$ cat src/irq_pkg.sv
/*
 * Interrupt word layout of the core: field constants and the two views
 * (field by field, flat vector) of the 32-bit interrupt word.
 */
package irq_pkg;

  localparam int IRQ_WIDTH    = 32;
  localparam int FAST_IRQ_NUM = 15;
  localparam int TIMER_NUM    = 4;
  // dma done, spi, spi flash and eight gpio lines
  localparam int FAST_SRC_NUM = 11;

  typedef struct packed {
    logic                    rsvd_31;
    logic [FAST_IRQ_NUM-1:0] fast;
    logic [3:0]              rsvd_15_12;
    logic                    ext;
    logic [2:0]              rsvd_10_8;
    logic                    timer0;
    logic [2:0]              rsvd_6_4;
    logic                    sw;
    logic [2:0]              rsvd_2_0;
  } irq_fields_t;

  // built per field, handed to the core as a flat word
  typedef union packed {
    irq_fields_t          fields;
    logic [IRQ_WIDTH-1:0] word;
  } irq_word_u;

endpackage

$ cat src/power_pkg.sv
/*
 * Power domain definitions: domain indices, power commands, command queue
 * sizing, per-domain control word and sequencer state codes.
 */
package power_pkg;

  localparam int NUM_DOMAINS = 4;
  localparam int DOM_IDX_W   = 2;

  localparam logic [DOM_IDX_W-1:0] DOM_CPU    = 2'd0;
  localparam logic [DOM_IDX_W-1:0] DOM_PERIPH = 2'd1;
  localparam logic [DOM_IDX_W-1:0] DOM_RAM0   = 2'd2;
  localparam logic [DOM_IDX_W-1:0] DOM_RAM1   = 2'd3;

  typedef struct packed {
    logic [DOM_IDX_W-1:0] domain;
    logic                 pwr_on;
  } pwr_cmd_t;

  // issued on a wake event from sleep
  localparam pwr_cmd_t CMD_CPU_WAKE = '{domain: DOM_CPU, pwr_on: 1'b1};

  localparam int CMD_FIFO_DEPTH = 4;
  localparam int CMD_PTR_W      = $clog2(CMD_FIFO_DEPTH);
  localparam int CMD_CNT_W      = $clog2(CMD_FIFO_DEPTH + 1);

  // all lines active low
  typedef struct packed {
    logic pwrgate_en_n;
    logic isogate_en_n;
    logic rst_n;
    logic clkgate_en_n;
  } pwr_ctrl_t;

  localparam pwr_ctrl_t PWR_CTRL_ON = '1;

  localparam int SEQ_STATE_W = 4;

  localparam logic [SEQ_STATE_W-1:0] SEQ_IDLE     = 4'd0;
  localparam logic [SEQ_STATE_W-1:0] SEQ_OFF_CLK  = 4'd1;
  localparam logic [SEQ_STATE_W-1:0] SEQ_OFF_ISO  = 4'd2;
  localparam logic [SEQ_STATE_W-1:0] SEQ_OFF_RST  = 4'd3;
  localparam logic [SEQ_STATE_W-1:0] SEQ_OFF_PWR  = 4'd4;
  localparam logic [SEQ_STATE_W-1:0] SEQ_OFF_WAIT = 4'd5;
  localparam logic [SEQ_STATE_W-1:0] SEQ_ON_WAIT  = 4'd6;
  localparam logic [SEQ_STATE_W-1:0] SEQ_ON_RST   = 4'd7;
  localparam logic [SEQ_STATE_W-1:0] SEQ_ON_ISO   = 4'd8;
  localparam logic [SEQ_STATE_W-1:0] SEQ_ON_CLK   = 4'd9;

endpackage

$ cat src/pwr_cmd_if.sv
/*
 * Power command queue link: source pushes, FIFO stores, sequencer pops.
 */
`timescale 1ns/10ps

interface pwr_cmd_if
  import power_pkg::*;
();

  logic     push;
  pwr_cmd_t wr_cmd;
  logic     full;
  logic     pop;
  pwr_cmd_t rd_cmd;
  logic     empty;

  modport source (output push, output wr_cmd, input full);
  modport fifo (input push, input wr_cmd, input pop, output full, output rd_cmd, output empty);
  modport sink (output pop, input rd_cmd, input empty);

endinterface

$ cat src/pwr_cmd_source.sv
/*
 * Collects interrupt sources into the core interrupt word and feeds power
 * commands to the queue: wake events first, then external requests.
 */
`timescale 1ns/10ps

module pwr_cmd_source
  import irq_pkg::*;
  import power_pkg::*;
(
  input  logic                    clk_i,
  input  logic                    rst_n_i,
  input  logic                    sw_irq_i,
  input  logic                    ext_irq_i,
  input  logic [TIMER_NUM-1:0]    timer_irq_i,
  input  logic [FAST_SRC_NUM-1:0] fast_src_i,
  input  logic                    core_sleep_i,
  input  logic                    cmd_valid_i,
  input  pwr_cmd_t                cmd_i,
  output logic [IRQ_WIDTH-1:0]    intr_o,
  output logic                    cmd_drop_o,
  pwr_cmd_if.source               cmd_if
);

  irq_word_u irq_d;
  logic      wake_evt;
  logic      wake_push;
  logic      pend_vld;
  pwr_cmd_t  pend_cmd;
  logic      pend_push;
  logic      pend_free;

  always_comb begin
    irq_d = '0;
    irq_d.fields.sw = sw_irq_i;
    irq_d.fields.timer0 = timer_irq_i[0];
    irq_d.fields.ext = ext_irq_i;
    // timers 1..3 at the bottom, top fast bit unused
    irq_d.fields.fast = {1'b0, fast_src_i, timer_irq_i[TIMER_NUM-1:1]};
  end

  // first interrupt while the core sleeps
  assign wake_evt  = core_sleep_i && (intr_o == '0) && (irq_d.word != '0);
  assign wake_push = wake_evt && !cmd_if.full;

  assign pend_push = pend_vld && !wake_push && !cmd_if.full;
  assign pend_free = !pend_vld || pend_push;

  assign cmd_if.push   = wake_push || pend_push;
  assign cmd_if.wr_cmd = wake_push ? CMD_CPU_WAKE : pend_cmd;

  always_ff @(posedge clk_i) begin
    if (!rst_n_i) begin
      intr_o     <= '0;
      pend_vld   <= 1'b0;
      cmd_drop_o <= 1'b0;
    end else begin
      intr_o     <= irq_d.word;
      cmd_drop_o <= cmd_valid_i && !pend_free;
      if (cmd_valid_i && pend_free) begin
        pend_vld <= 1'b1;
      end else if (pend_push) begin
        pend_vld <= 1'b0;
      end
    end
  end

  always_ff @(posedge clk_i) begin
    if (cmd_valid_i && pend_free) begin
      pend_cmd <= cmd_i;
    end
  end

endmodule

$ cat src/pwr_cmd_fifo.sv
/*
 * Small circular buffer of power commands between source and sequencer.
 */
`timescale 1ns/10ps

module pwr_cmd_fifo
  import power_pkg::*;
(
  input  logic    clk_i,
  input  logic    rst_n_i,
  pwr_cmd_if.fifo q_if
);

  pwr_cmd_t             mem [CMD_FIFO_DEPTH];
  logic [CMD_PTR_W-1:0] wr_ptr;
  logic [CMD_PTR_W-1:0] rd_ptr;
  logic [CMD_CNT_W-1:0] count;
  logic                 do_push;
  logic                 do_pop;

  assign do_push = q_if.push && !q_if.full;
  assign do_pop  = q_if.pop && !q_if.empty;

  assign q_if.full   = (count == CMD_CNT_W'(CMD_FIFO_DEPTH));
  assign q_if.empty  = (count == '0);
  assign q_if.rd_cmd = mem[rd_ptr];

  always_ff @(posedge clk_i) begin
    if (!rst_n_i) begin
      wr_ptr <= '0;
      rd_ptr <= '0;
      count  <= '0;
    end else begin
      if (do_push) begin
        wr_ptr <= (wr_ptr == CMD_PTR_W'(CMD_FIFO_DEPTH - 1)) ? '0 : wr_ptr + 1'b1;
      end
      if (do_pop) begin
        rd_ptr <= (rd_ptr == CMD_PTR_W'(CMD_FIFO_DEPTH - 1)) ? '0 : rd_ptr + 1'b1;
      end
      case ({do_push, do_pop})
        2'b10:   count <= count + 1'b1;
        2'b01:   count <= count - 1'b1;
        default: count <= count;
      endcase
    end
  end

  always_ff @(posedge clk_i) begin
    if (do_push) begin
      mem[wr_ptr] <= q_if.wr_cmd;
    end
  end

endmodule

$ cat src/domain_sequencer.sv
/*
 * Runs one power-off or power-on sequence at a time on the control lines
 * of the addressed domain, waiting on the power switch acknowledge.
 */
`timescale 1ns/10ps

module domain_sequencer
  import power_pkg::*;
(
  input  logic                   clk_i,
  input  logic                   rst_n_i,
  input  logic [NUM_DOMAINS-1:0] pwrgate_ack_n_i,
  output pwr_ctrl_t              pwr_ctrl_o [NUM_DOMAINS],
  output logic                   seq_idle_o,
  pwr_cmd_if.sink                cmd_if
);

  logic [SEQ_STATE_W-1:0] state_q;
  pwr_cmd_t               cur_cmd;
  logic                   ack_n;

  assign ack_n      = pwrgate_ack_n_i[cur_cmd.domain];
  assign seq_idle_o = (state_q == SEQ_IDLE);
  assign cmd_if.pop = (state_q == SEQ_IDLE) && !cmd_if.empty;

  always_ff @(posedge clk_i) begin
    if (cmd_if.pop) begin
      cur_cmd <= cmd_if.rd_cmd;
    end
  end

  always_ff @(posedge clk_i) begin
    if (!rst_n_i) begin
      state_q <= SEQ_IDLE;
      for (int d = 0; d < NUM_DOMAINS; d++) begin
        pwr_ctrl_o[d] <= PWR_CTRL_ON;
      end
    end else begin
      case (state_q)
        SEQ_IDLE: begin
          if (cmd_if.pop) begin
            state_q <= cmd_if.rd_cmd.pwr_on ? SEQ_ON_WAIT : SEQ_OFF_CLK;
          end
        end
        // off: clock, isolation, reset, then the switch
        SEQ_OFF_CLK: begin
          pwr_ctrl_o[cur_cmd.domain].clkgate_en_n <= 1'b0;
          state_q <= SEQ_OFF_ISO;
        end
        SEQ_OFF_ISO: begin
          pwr_ctrl_o[cur_cmd.domain].isogate_en_n <= 1'b0;
          state_q <= SEQ_OFF_RST;
        end
        SEQ_OFF_RST: begin
          pwr_ctrl_o[cur_cmd.domain].rst_n <= 1'b0;
          state_q <= SEQ_OFF_PWR;
        end
        SEQ_OFF_PWR: begin
          pwr_ctrl_o[cur_cmd.domain].pwrgate_en_n <= 1'b0;
          state_q <= SEQ_OFF_WAIT;
        end
        SEQ_OFF_WAIT: begin
          if (!ack_n) begin
            state_q <= SEQ_IDLE;
          end
        end
        // switch on first, domain stays in reset until acknowledged
        SEQ_ON_WAIT: begin
          pwr_ctrl_o[cur_cmd.domain].pwrgate_en_n <= 1'b1;
          if (ack_n) begin
            state_q <= SEQ_ON_RST;
          end
        end
        SEQ_ON_RST: begin
          pwr_ctrl_o[cur_cmd.domain].rst_n <= 1'b1;
          state_q <= SEQ_ON_ISO;
        end
        SEQ_ON_ISO: begin
          pwr_ctrl_o[cur_cmd.domain].isogate_en_n <= 1'b1;
          state_q <= SEQ_ON_CLK;
        end
        SEQ_ON_CLK: begin
          pwr_ctrl_o[cur_cmd.domain].clkgate_en_n <= 1'b1;
          state_q <= SEQ_IDLE;
        end
        default: begin
          state_q <= SEQ_IDLE;
        end
      endcase
    end
  end

endmodule

$ cat src/ao_power_ctrl.sv
/*
 * Always-on power control top: interrupt collection, power command queue
 * and domain sequencing, with the domain lines unrolled per signal.
 */
`timescale 1ns/10ps

module ao_power_ctrl
  import irq_pkg::*;
  import power_pkg::*;
(
  input  logic                    clk_i,
  input  logic                    rst_n_i,
  input  logic                    sw_irq_i,
  input  logic                    ext_irq_i,
  input  logic [TIMER_NUM-1:0]    timer_irq_i,
  input  logic [FAST_SRC_NUM-1:0] fast_src_i,
  input  logic                    core_sleep_i,
  input  logic                    cmd_valid_i,
  input  logic [DOM_IDX_W-1:0]    cmd_domain_i,
  input  logic                    cmd_on_i,
  input  logic [NUM_DOMAINS-1:0]  pwrgate_ack_n_i,
  output logic [IRQ_WIDTH-1:0]    intr_o,
  output logic                    cmd_drop_o,
  output logic                    seq_idle_o,
  output logic [NUM_DOMAINS-1:0]  pwrgate_en_n_o,
  output logic [NUM_DOMAINS-1:0]  isogate_en_n_o,
  output logic [NUM_DOMAINS-1:0]  rst_n_o,
  output logic [NUM_DOMAINS-1:0]  clkgate_en_n_o
);

  pwr_cmd_t  ext_cmd;
  pwr_ctrl_t pwr_ctrl [NUM_DOMAINS];

  pwr_cmd_if cmd_q ();

  assign ext_cmd = '{domain: cmd_domain_i, pwr_on: cmd_on_i};

  pwr_cmd_source i_pwr_cmd_source (
    .clk_i,
    .rst_n_i,
    .sw_irq_i,
    .ext_irq_i,
    .timer_irq_i,
    .fast_src_i,
    .core_sleep_i,
    .cmd_valid_i,
    .cmd_i      (ext_cmd),
    .intr_o,
    .cmd_drop_o,
    .cmd_if     (cmd_q.source)
  );

  pwr_cmd_fifo i_pwr_cmd_fifo (
    .clk_i,
    .rst_n_i,
    .q_if   (cmd_q.fifo)
  );

  domain_sequencer i_domain_sequencer (
    .clk_i,
    .rst_n_i,
    .pwrgate_ack_n_i,
    .pwr_ctrl_o     (pwr_ctrl),
    .seq_idle_o,
    .cmd_if         (cmd_q.sink)
  );

  // one bit per domain for the switch cells and isolation
  for (genvar d = 0; d < NUM_DOMAINS; d++) begin : g_dom_lines
    assign pwrgate_en_n_o[d] = pwr_ctrl[d].pwrgate_en_n;
    assign isogate_en_n_o[d] = pwr_ctrl[d].isogate_en_n;
    assign rst_n_o[d]        = pwr_ctrl[d].rst_n;
    assign clkgate_en_n_o[d] = pwr_ctrl[d].clkgate_en_n;
  end

endmodule

$ cat config.mk
export PLATFORM = sky130hd
export DESIGN_NAME = ao_power_ctrl
export DESIGN_NICKNAME = d
export VERILOG_FILES = /design/src/irq_pkg.sv /design/src/power_pkg.sv /design/src/pwr_cmd_if.sv /design/src/pwr_cmd_source.sv /design/src/pwr_cmd_fifo.sv /design/src/domain_sequencer.sv /design/src/ao_power_ctrl.sv
export SDC_FILE = /design/constraint.sdc
export NUM_CORES = 1
export LEC_CHECK = 0
export ABC_AREA = 1
export BUFFER_PORTS_ARGS = -buffer_cell sky130_fd_sc_hd__buf_2
export CAP_MARGIN = 20
export CORE_MARGIN = 4
export CORE_UTILIZATION = 40
export DETAILED_ROUTE_END_ITERATION = 10
export MAX_ROUTING_LAYER = met4
export PLACE_DENSITY_LB_ADDON = 0.1
export REMOVE_ABC_BUFFERS = 1
export SYNTH_ARGS = -nofsm -noshare
export SYNTH_HDL_FRONTEND = slang
export SYNTH_SLANG_ARGS = --single-unit
$ cat constraint.sdc
create_clock -name clk_i -period 2.2 [get_ports clk_i]
set_clock_uncertainty 0.05 [all_clocks]
set_input_delay 0.33 -clock clk_i [delete_from_list [all_inputs] [get_ports clk_i]]
set_output_delay 0.33 -clock clk_i [all_outputs]
set_load 0.03 [all_outputs]
# --- Word level (Yosys, flattened, before mapping) ---
# Memory sizes are Yosys's and may differ from the RTL's. A register that Yosys moved wholly into a read port is not among the register bits.
# Index checks and enable logic that the tools add are counted.
word_totals:
  output_inout_bits: 50
  latchBits: 0
  input_bits: 28
  regBits: 66
  mem_count: 1
  elab_cells: 113
  romBits: 0
  ram_bits: 12
memory_table:
  columns: ["memory", "depth", "word_bits", "read_ports", "rd_ports_with_merged_regs", "wr", "line_no", "source"]
  rows:
  - ["i_pwr_cmd_fifo.mem", 4, 3, 1, 1, 1, "pwr_cmd_fifo.sv:14", "pwr_cmd_t mem [CMD_FIFO_DEPTH];"]
op_classes:
  div_mod_pow: 0
  muxes: 34
  eq_ne: 17
  order_cmp: 3
  add_sub_neg: 4
  multipliers: 0
  shifts: 0
  n_bitwise: 1
  n_reduce_logical: 26
ops:
  columns: ["cell", "count"]
  rows:
  - ["$bwmux 16", 8]
  - ["$pmux 16 s8", 1]
  - ["$pmux 4 s9", 1]
  - ["$demux 4 s2", 4]
  - ["$logic_not 32->1", 1]
  - ["$reduce_bool 32->1", 1]
  - ["$eq 4x3->1 const B", 4]
  - ["$mux 4", 4]
  - ["$logic_and 1x1->1", 11]
  - ["$mux 2", 5]
  - ["$mux 3", 3]
  - ["$eq 4x2->1 const B", 2]
  - ["$eq 4x4->1 const B", 2]
  - ["$reduce_bool 8->1", 1]
  - ["$eq 2x2->1 const B", 3]
  - ["$mux 1", 6]
  - ["$pmux 3 s2", 1]
  - ["$logic_not 1->1", 5]
  - ["$add 2x1->2 const B", 2]
  - ["$eq 4x1->1 const B", 1]
  - ["$logic_not 4->1", 1]
  - ["$ne 2x1->1 const B", 2]
  - ["$reduce_bool 2->1", 2]
  - ["$add 3x1->3 const B", 1]
  - ["12 further kinds", 13]

# --- Logic depth before layout (Yosys ltp) ---
depth:
  word_depth: 11
  ltp_mapped: 16
  mapped_depth_nobuf: 16

# --- Cells and area by module ---
# From an unflattened synthesis, not the netlist that was laid out.
hier_totals:
  cells_unflattened: 413
  hier_area_um2: 3138.0
modules_own_cells:
  columns: ["mod", "instances", "area_per_inst_um2", "cells_per_inst"]
  rows:
  - ["domain_sequencer", 1, 1256.2, 194]
  - ["pwr_cmd_fifo", 1, 964.7, 99]
  - ["pwr_cmd_source", 1, 917.1, 120]

# --- Worst setup path before layout ---
# OpenSTA, ideal clock, no wires.
synth_timing:
  kind: "register to register"
  start: "reg i_pwr_cmd_source.intr_o[7]"
  end: "reg i_pwr_cmd_fifo.count[2]"
  stages_incl_launch_ff: 15
  setup_slack_ps: -53
  setup_ps: 122
  t_arrival_ps: 2081
  required_ps: 2028
  path_cell_list: "dfxtp_1 -> or2_0 -> nor2_1 -> nand2_1 -> nor2_1 -> nand2_1 -> nand2_2 -> nand2_1 -> ha_1 -> inv_1 -> fa_1 -> a21oi_1 -> o21ai_0 -> o21ai_0 -> a21oi_1"
synth_via:
  elab_chain_cells: 11
  word_cells_on_any_way: 13
  classes_between: "2 x eq/ne; 1 x mux; 10 x reduce/logical"
synth_lines:
  columns: ["element", "line_no", "source"]
  rows:
  - ["from (decl)", "pwr_cmd_source.sv:20", "output logic [IRQ_WIDTH-1:0] intr_o,"]
  - ["from (signal assigned)", "pwr_cmd_source.sv:58", "intr_o <= irq_d.word;"]
  - ["$logic_not 32->1 *", "pwr_cmd_source.sv:43", "assign wake_evt = core_sleep_i && (intr_o == '0) && (irq_d.word != '0);"]
  - ["$logic_and 1x1->1 * (2 in series)", "pwr_cmd_source.sv:43", null]
  - ["$logic_and 1x1->1 *", "pwr_cmd_source.sv:44", "assign wake_push = wake_evt && !cmd_if.full;"]
  - ["$logic_not 1->1", "pwr_cmd_source.sv:46", "assign pend_push = pend_vld && !wake_push && !cmd_if.full;"]
  - ["$logic_and 1x1->1 (2 in series)", "pwr_cmd_source.sv:46", null]
  - ["$logic_or 1x1->1 *", "pwr_cmd_source.sv:49", "assign cmd_if.push = wake_push || pend_push;"]
  - ["$logic_and 1x1->1 *", "pwr_cmd_fifo.sv:21", "assign do_push = q_if.push && !q_if.full;"]
  - ["$eq 2x1->1 / $eq 2x2->1 (equally long branches)", "pwr_cmd_fifo.sv:40", "case ({do_push, do_pop})"]
  - ["$pmux 3 s2 / $reduce_bool 2->1 (equally long branches)", null, null]
  - ["to (signal assigned)", "pwr_cmd_fifo.sv:41", "2'b10: count <= count + 1'b1;"]
  - ["to (signal assigned)", "pwr_cmd_fifo.sv:42", "2'b01: count <= count - 1'b1;"]
  - ["to (signal assigned)", "pwr_cmd_fifo.sv:43", "default: count <= count;"]
  - ["to (decl)", "pwr_cmd_fifo.sv:17", "logic [CMD_CNT_W-1:0] count;"]
# Mark *: on every way between the ends. The rest lies on a longest branch, timed or not.
# A chain may end at the register's enable or synchronous reset.

# --- Worst setup path after layout ---
layout_timing:
  start: "reg i_pwr_cmd_fifo.count[1]"
  end: "reg i_pwr_cmd_fifo.count[2]"
layout_via:
  elab_chain_cells: 10
  word_cells_on_any_way: 18
  classes_between: "2 x add/sub; 3 x eq/ne; 1 x mux; 12 x reduce/logical"
layout_lines:
  columns: ["element", "line_no", "source"]
  rows:
  - ["$eq 3x3->1", "pwr_cmd_fifo.sv:24", "assign q_if.full = (count == CMD_CNT_W'(CMD_FIFO_DEPTH));"]
  - ["$logic_not 1->1", "pwr_cmd_source.sv:44, pwr_cmd_source.sv:46, pwr_cmd_fifo.sv:21", null]
  - ["$logic_and 1x1->1", "pwr_cmd_source.sv:44", null]
  - ["$logic_not 1->1", "pwr_cmd_source.sv:46", null]
  - ["$logic_and 1x1->1 (2 in series)", "pwr_cmd_source.sv:46", null]
  - ["$logic_or 1x1->1", "pwr_cmd_source.sv:49", null]
  - ["$logic_and 1x1->1", "pwr_cmd_fifo.sv:21", null]
  - ["$eq 2x1->1 / $eq 2x2->1 (equally long branches)", "pwr_cmd_fifo.sv:40", null]
  - ["$pmux 3 s2 / $reduce_bool 2->1 (equally long branches)", null, null]
# Several ways; a longest one is shown, not always the timed one.

==> flow_summary.yaml <==
synthesis:
  yosysMostFrequentCell: "nand2_1"
  synth_commonest_cells: "68 x nand2_1, 55 x nor2_1, 52 x inv_1, 48 x dfxtp_1, 23 x o21ai_0"
  synth_edf_count: 17
  ys.flop_type: "dfxtp_1"
  async_flop_share_pct: 0
  yosysSeqAreaShare_pct: 49.4
  syn_avg_cell_area_sq_um: 7.95
  ys_top_cells_by_area: "dfxtp_1 32%, edfxtp_1 17%, nand2_1 8.6%"
  syn_area_sq_um: 2980
  ys_ff_latch: 65
  netlist_instances: 375
  yosys_warnings: 0
  synth_top_area_share_pct: 32.2
  synth_cell_types: 33
  yosys.area.top_type: "dfxtp_1"
clock_network:
  clk_path_buf_depth: 2
  cts_tree: "yes"
  clockRootBuffer: "clkbuf_8"
  clock_latency_ps: 330
  clk_pin_slew_worst_paths_ps: 70
  cts.sinks: 65
  cts-hold-fix-buffers: 0
  numCtsBuffers: 9
  cts_htree_levels: 3
routing:
  viasPerCell: 4.69
  drc_errors: 0
  first_pass_iters: 4
  via_count: 2635
  wl_per_cell_um: 12.0
  drt_iter0_markers: 77
  final_antenna_net_count: 0
  wl_um: 6730
setup_path:
  path_class: "flip-flop to flip-flop"
  rr_startpoint: "i_pwr_cmd_fifo.count[1]"
  arrival_ps: 2190
  cp-start-kind: "flip-flop"
  crit_path_end_kind: "flip-flop"
  worstPathRequired_ps: 2370
  critPathMaxFanout: 3
  critPathLaunch: "i_pwr_cmd_fifo.count[1]"
placement:
  port_buffers: 62
  dpl.hpwl_um: 5230
  dpl-instance-area_sq_um: 3440
  gp_congestion: 0.892
grt:
  grt_pass1_vias: 2400
  grt_pass1_wl_um: 11200
  grt_max_degree: 23
  gr-total-overflow: 0
  grt_use_total_pct: 16.9
  antenna_found_initial: 0
sta:
  fin_setup_tns_ps: 0
  layout_min_cycle_time_ps: 2030
  max_freq_ghz: 0.493
  min_period_over_period_pct: 92.1
  finalSetupViolations: 0
  hold_viol: 0
  drv_slew: 0
floorplanning:
  die_area_sq_um: 8900
  initial_core_util_pct: 41.1
  core_sq_um: 7250
  pin_count: 78
  die_h_um: 94.3
  rows: 31
  die_w_um: 94.3
run_status:
  status: "finished, final reports clean"
layout:
  area_growth_pct: 23.2
  antenna_cells: 0
  postLayoutCellArea_sq_um: 3670
  fillers: 739
  drive_gt1_share_pct: 24.4
  fin_nets: 493
power_and_ir_drop:
  p_leak_nw: 1.78
  max-vdd-ir-drop_v: 0.000453
  p_per_area_nw_per_um2: 1230
job:
  drv_cap: 0
hold_path:
  worstHoldPathType: "primary input to flip-flop"
  min_from: "cmd_on_i"
## routing by layer
metal  part of all wire (%)  wire length, um  track usage (%)
met5                      0                0                -
met4                    1.3               88             7.22
met3                    7.0              474             3.53
met2                     46             3070             25.4
met1                     46             3100             22.0
## worst paths after layout
path	end	slack [ps]	cells past startpoint
min	i_pwr_cmd_source.pend_cmd[0]	120	1
max	i_pwr_cmd_fifo.count[2]	170	14
min reg2reg	i_domain_sequencer.pwr_ctrl_o[4]	420	2
max reg2reg	i_pwr_cmd_fifo.count[2]	170	14
## power breakdown
group | internal (mW) | switching (mW)
Sequential | 1.47 | 0.165
Clock | 0.669 | 0.426
Combinational | 0.601 | 1.19
Total | 2.74 | 1.79
## through the flow
stage / instances / utilization, % / hold WS, ps / power [mW] / worst slack [ps]
detailed placement: 545 / 47.4 / 407 / 3.40 / -165
global placement: 545 / 47.4 / 407 / 3.38 / -82.5
finish: 562 / 50.6 / 125 / 4.52 / 173
CTS: 561 / 50.4 / 108 / 4.51 / 18.8
global route: 562 / 50.6 / 103 / 4.87 / -21.6
floorplan: 369 / - / 349 / 2.83 / -53.2
## cell type report
| cell class | instances | area, sq um | share of cell area (%) |
|---|---|---|---|
| Inverter | 56 | 210 | 5.73 |
| Tap cell | 99 | 124 | 3.37 |
| Timing Repair Buffer | 78 | 430 | 11.7 |
| Multi-Input combinational cell | 248 | 1220 | 33.3 |
| Sequential cell | 65 | 1470 | 40.1 |
| Clock buffer | 13 | 149 | 4.06 |
| Clock inverter | 3 | 65.1 | 1.77 |
## repair_timing
| item | 4_1_cts | 5_1_grt |
|---|---|---|
| gates resized for setup | 1 | 6 |
| buffers inserted | 0 | 1 |
| setup endpoints to repair | 1 | 1 |
| pin swaps | 0 | 0 |
## worst max-delay path, cell delays in order (launching register included)
cell and delay (ps):
dfxtp_1 330, inv_2 90, nand3_2 90, nand3_1 80, nor2_1 50, nand2_1 80
nand2_2 60, nand2_1 80, ha_1 150, inv_1 70, fa_2 400, a21oi_2 130
o21ai_1 90, o21ai_1 120, a21oi_1 50
## kinds of logic after synthesis
family	count (synthesis)	synth area share, %
and+or+nand+nor	171	25.1
buffers and inverters	76	11.7
DFF	65	49.4
AOI/OAI and AO/OA	55	10.5
adders and majority gates	7	3.19
other	1	0.126
## cells in the final DEF, fill, tap and decap left out, types with 2 or more instances in the layout
master     synthesis  routed
a21oi_1           14      13
buf_2              0      62
buf_4             15      16
bufinv_16          0       2
clkbuf_1           4       3
clkbuf_8           0      10
conb_1             1      15
dfxtp_1           48      48
edfxtp_1          17      17
ha_1               6       6
inv_1             52      50
inv_2              4       6
nand2_1           68      68
nand2_2            3       3
nand3_1           19      19
nand3b_1           2       2
nand4_1            8       8
nor2_1            55      54
nor2_2             5       6
nor2_4             2       2
nor3_1             4       4
o211ai_1           5       5
o21ai_0           23      21
o21ai_1            2       4
o22ai_1            6       6
or2_2              2       2
Note: power is estimated with default switching activity, not from simulation.
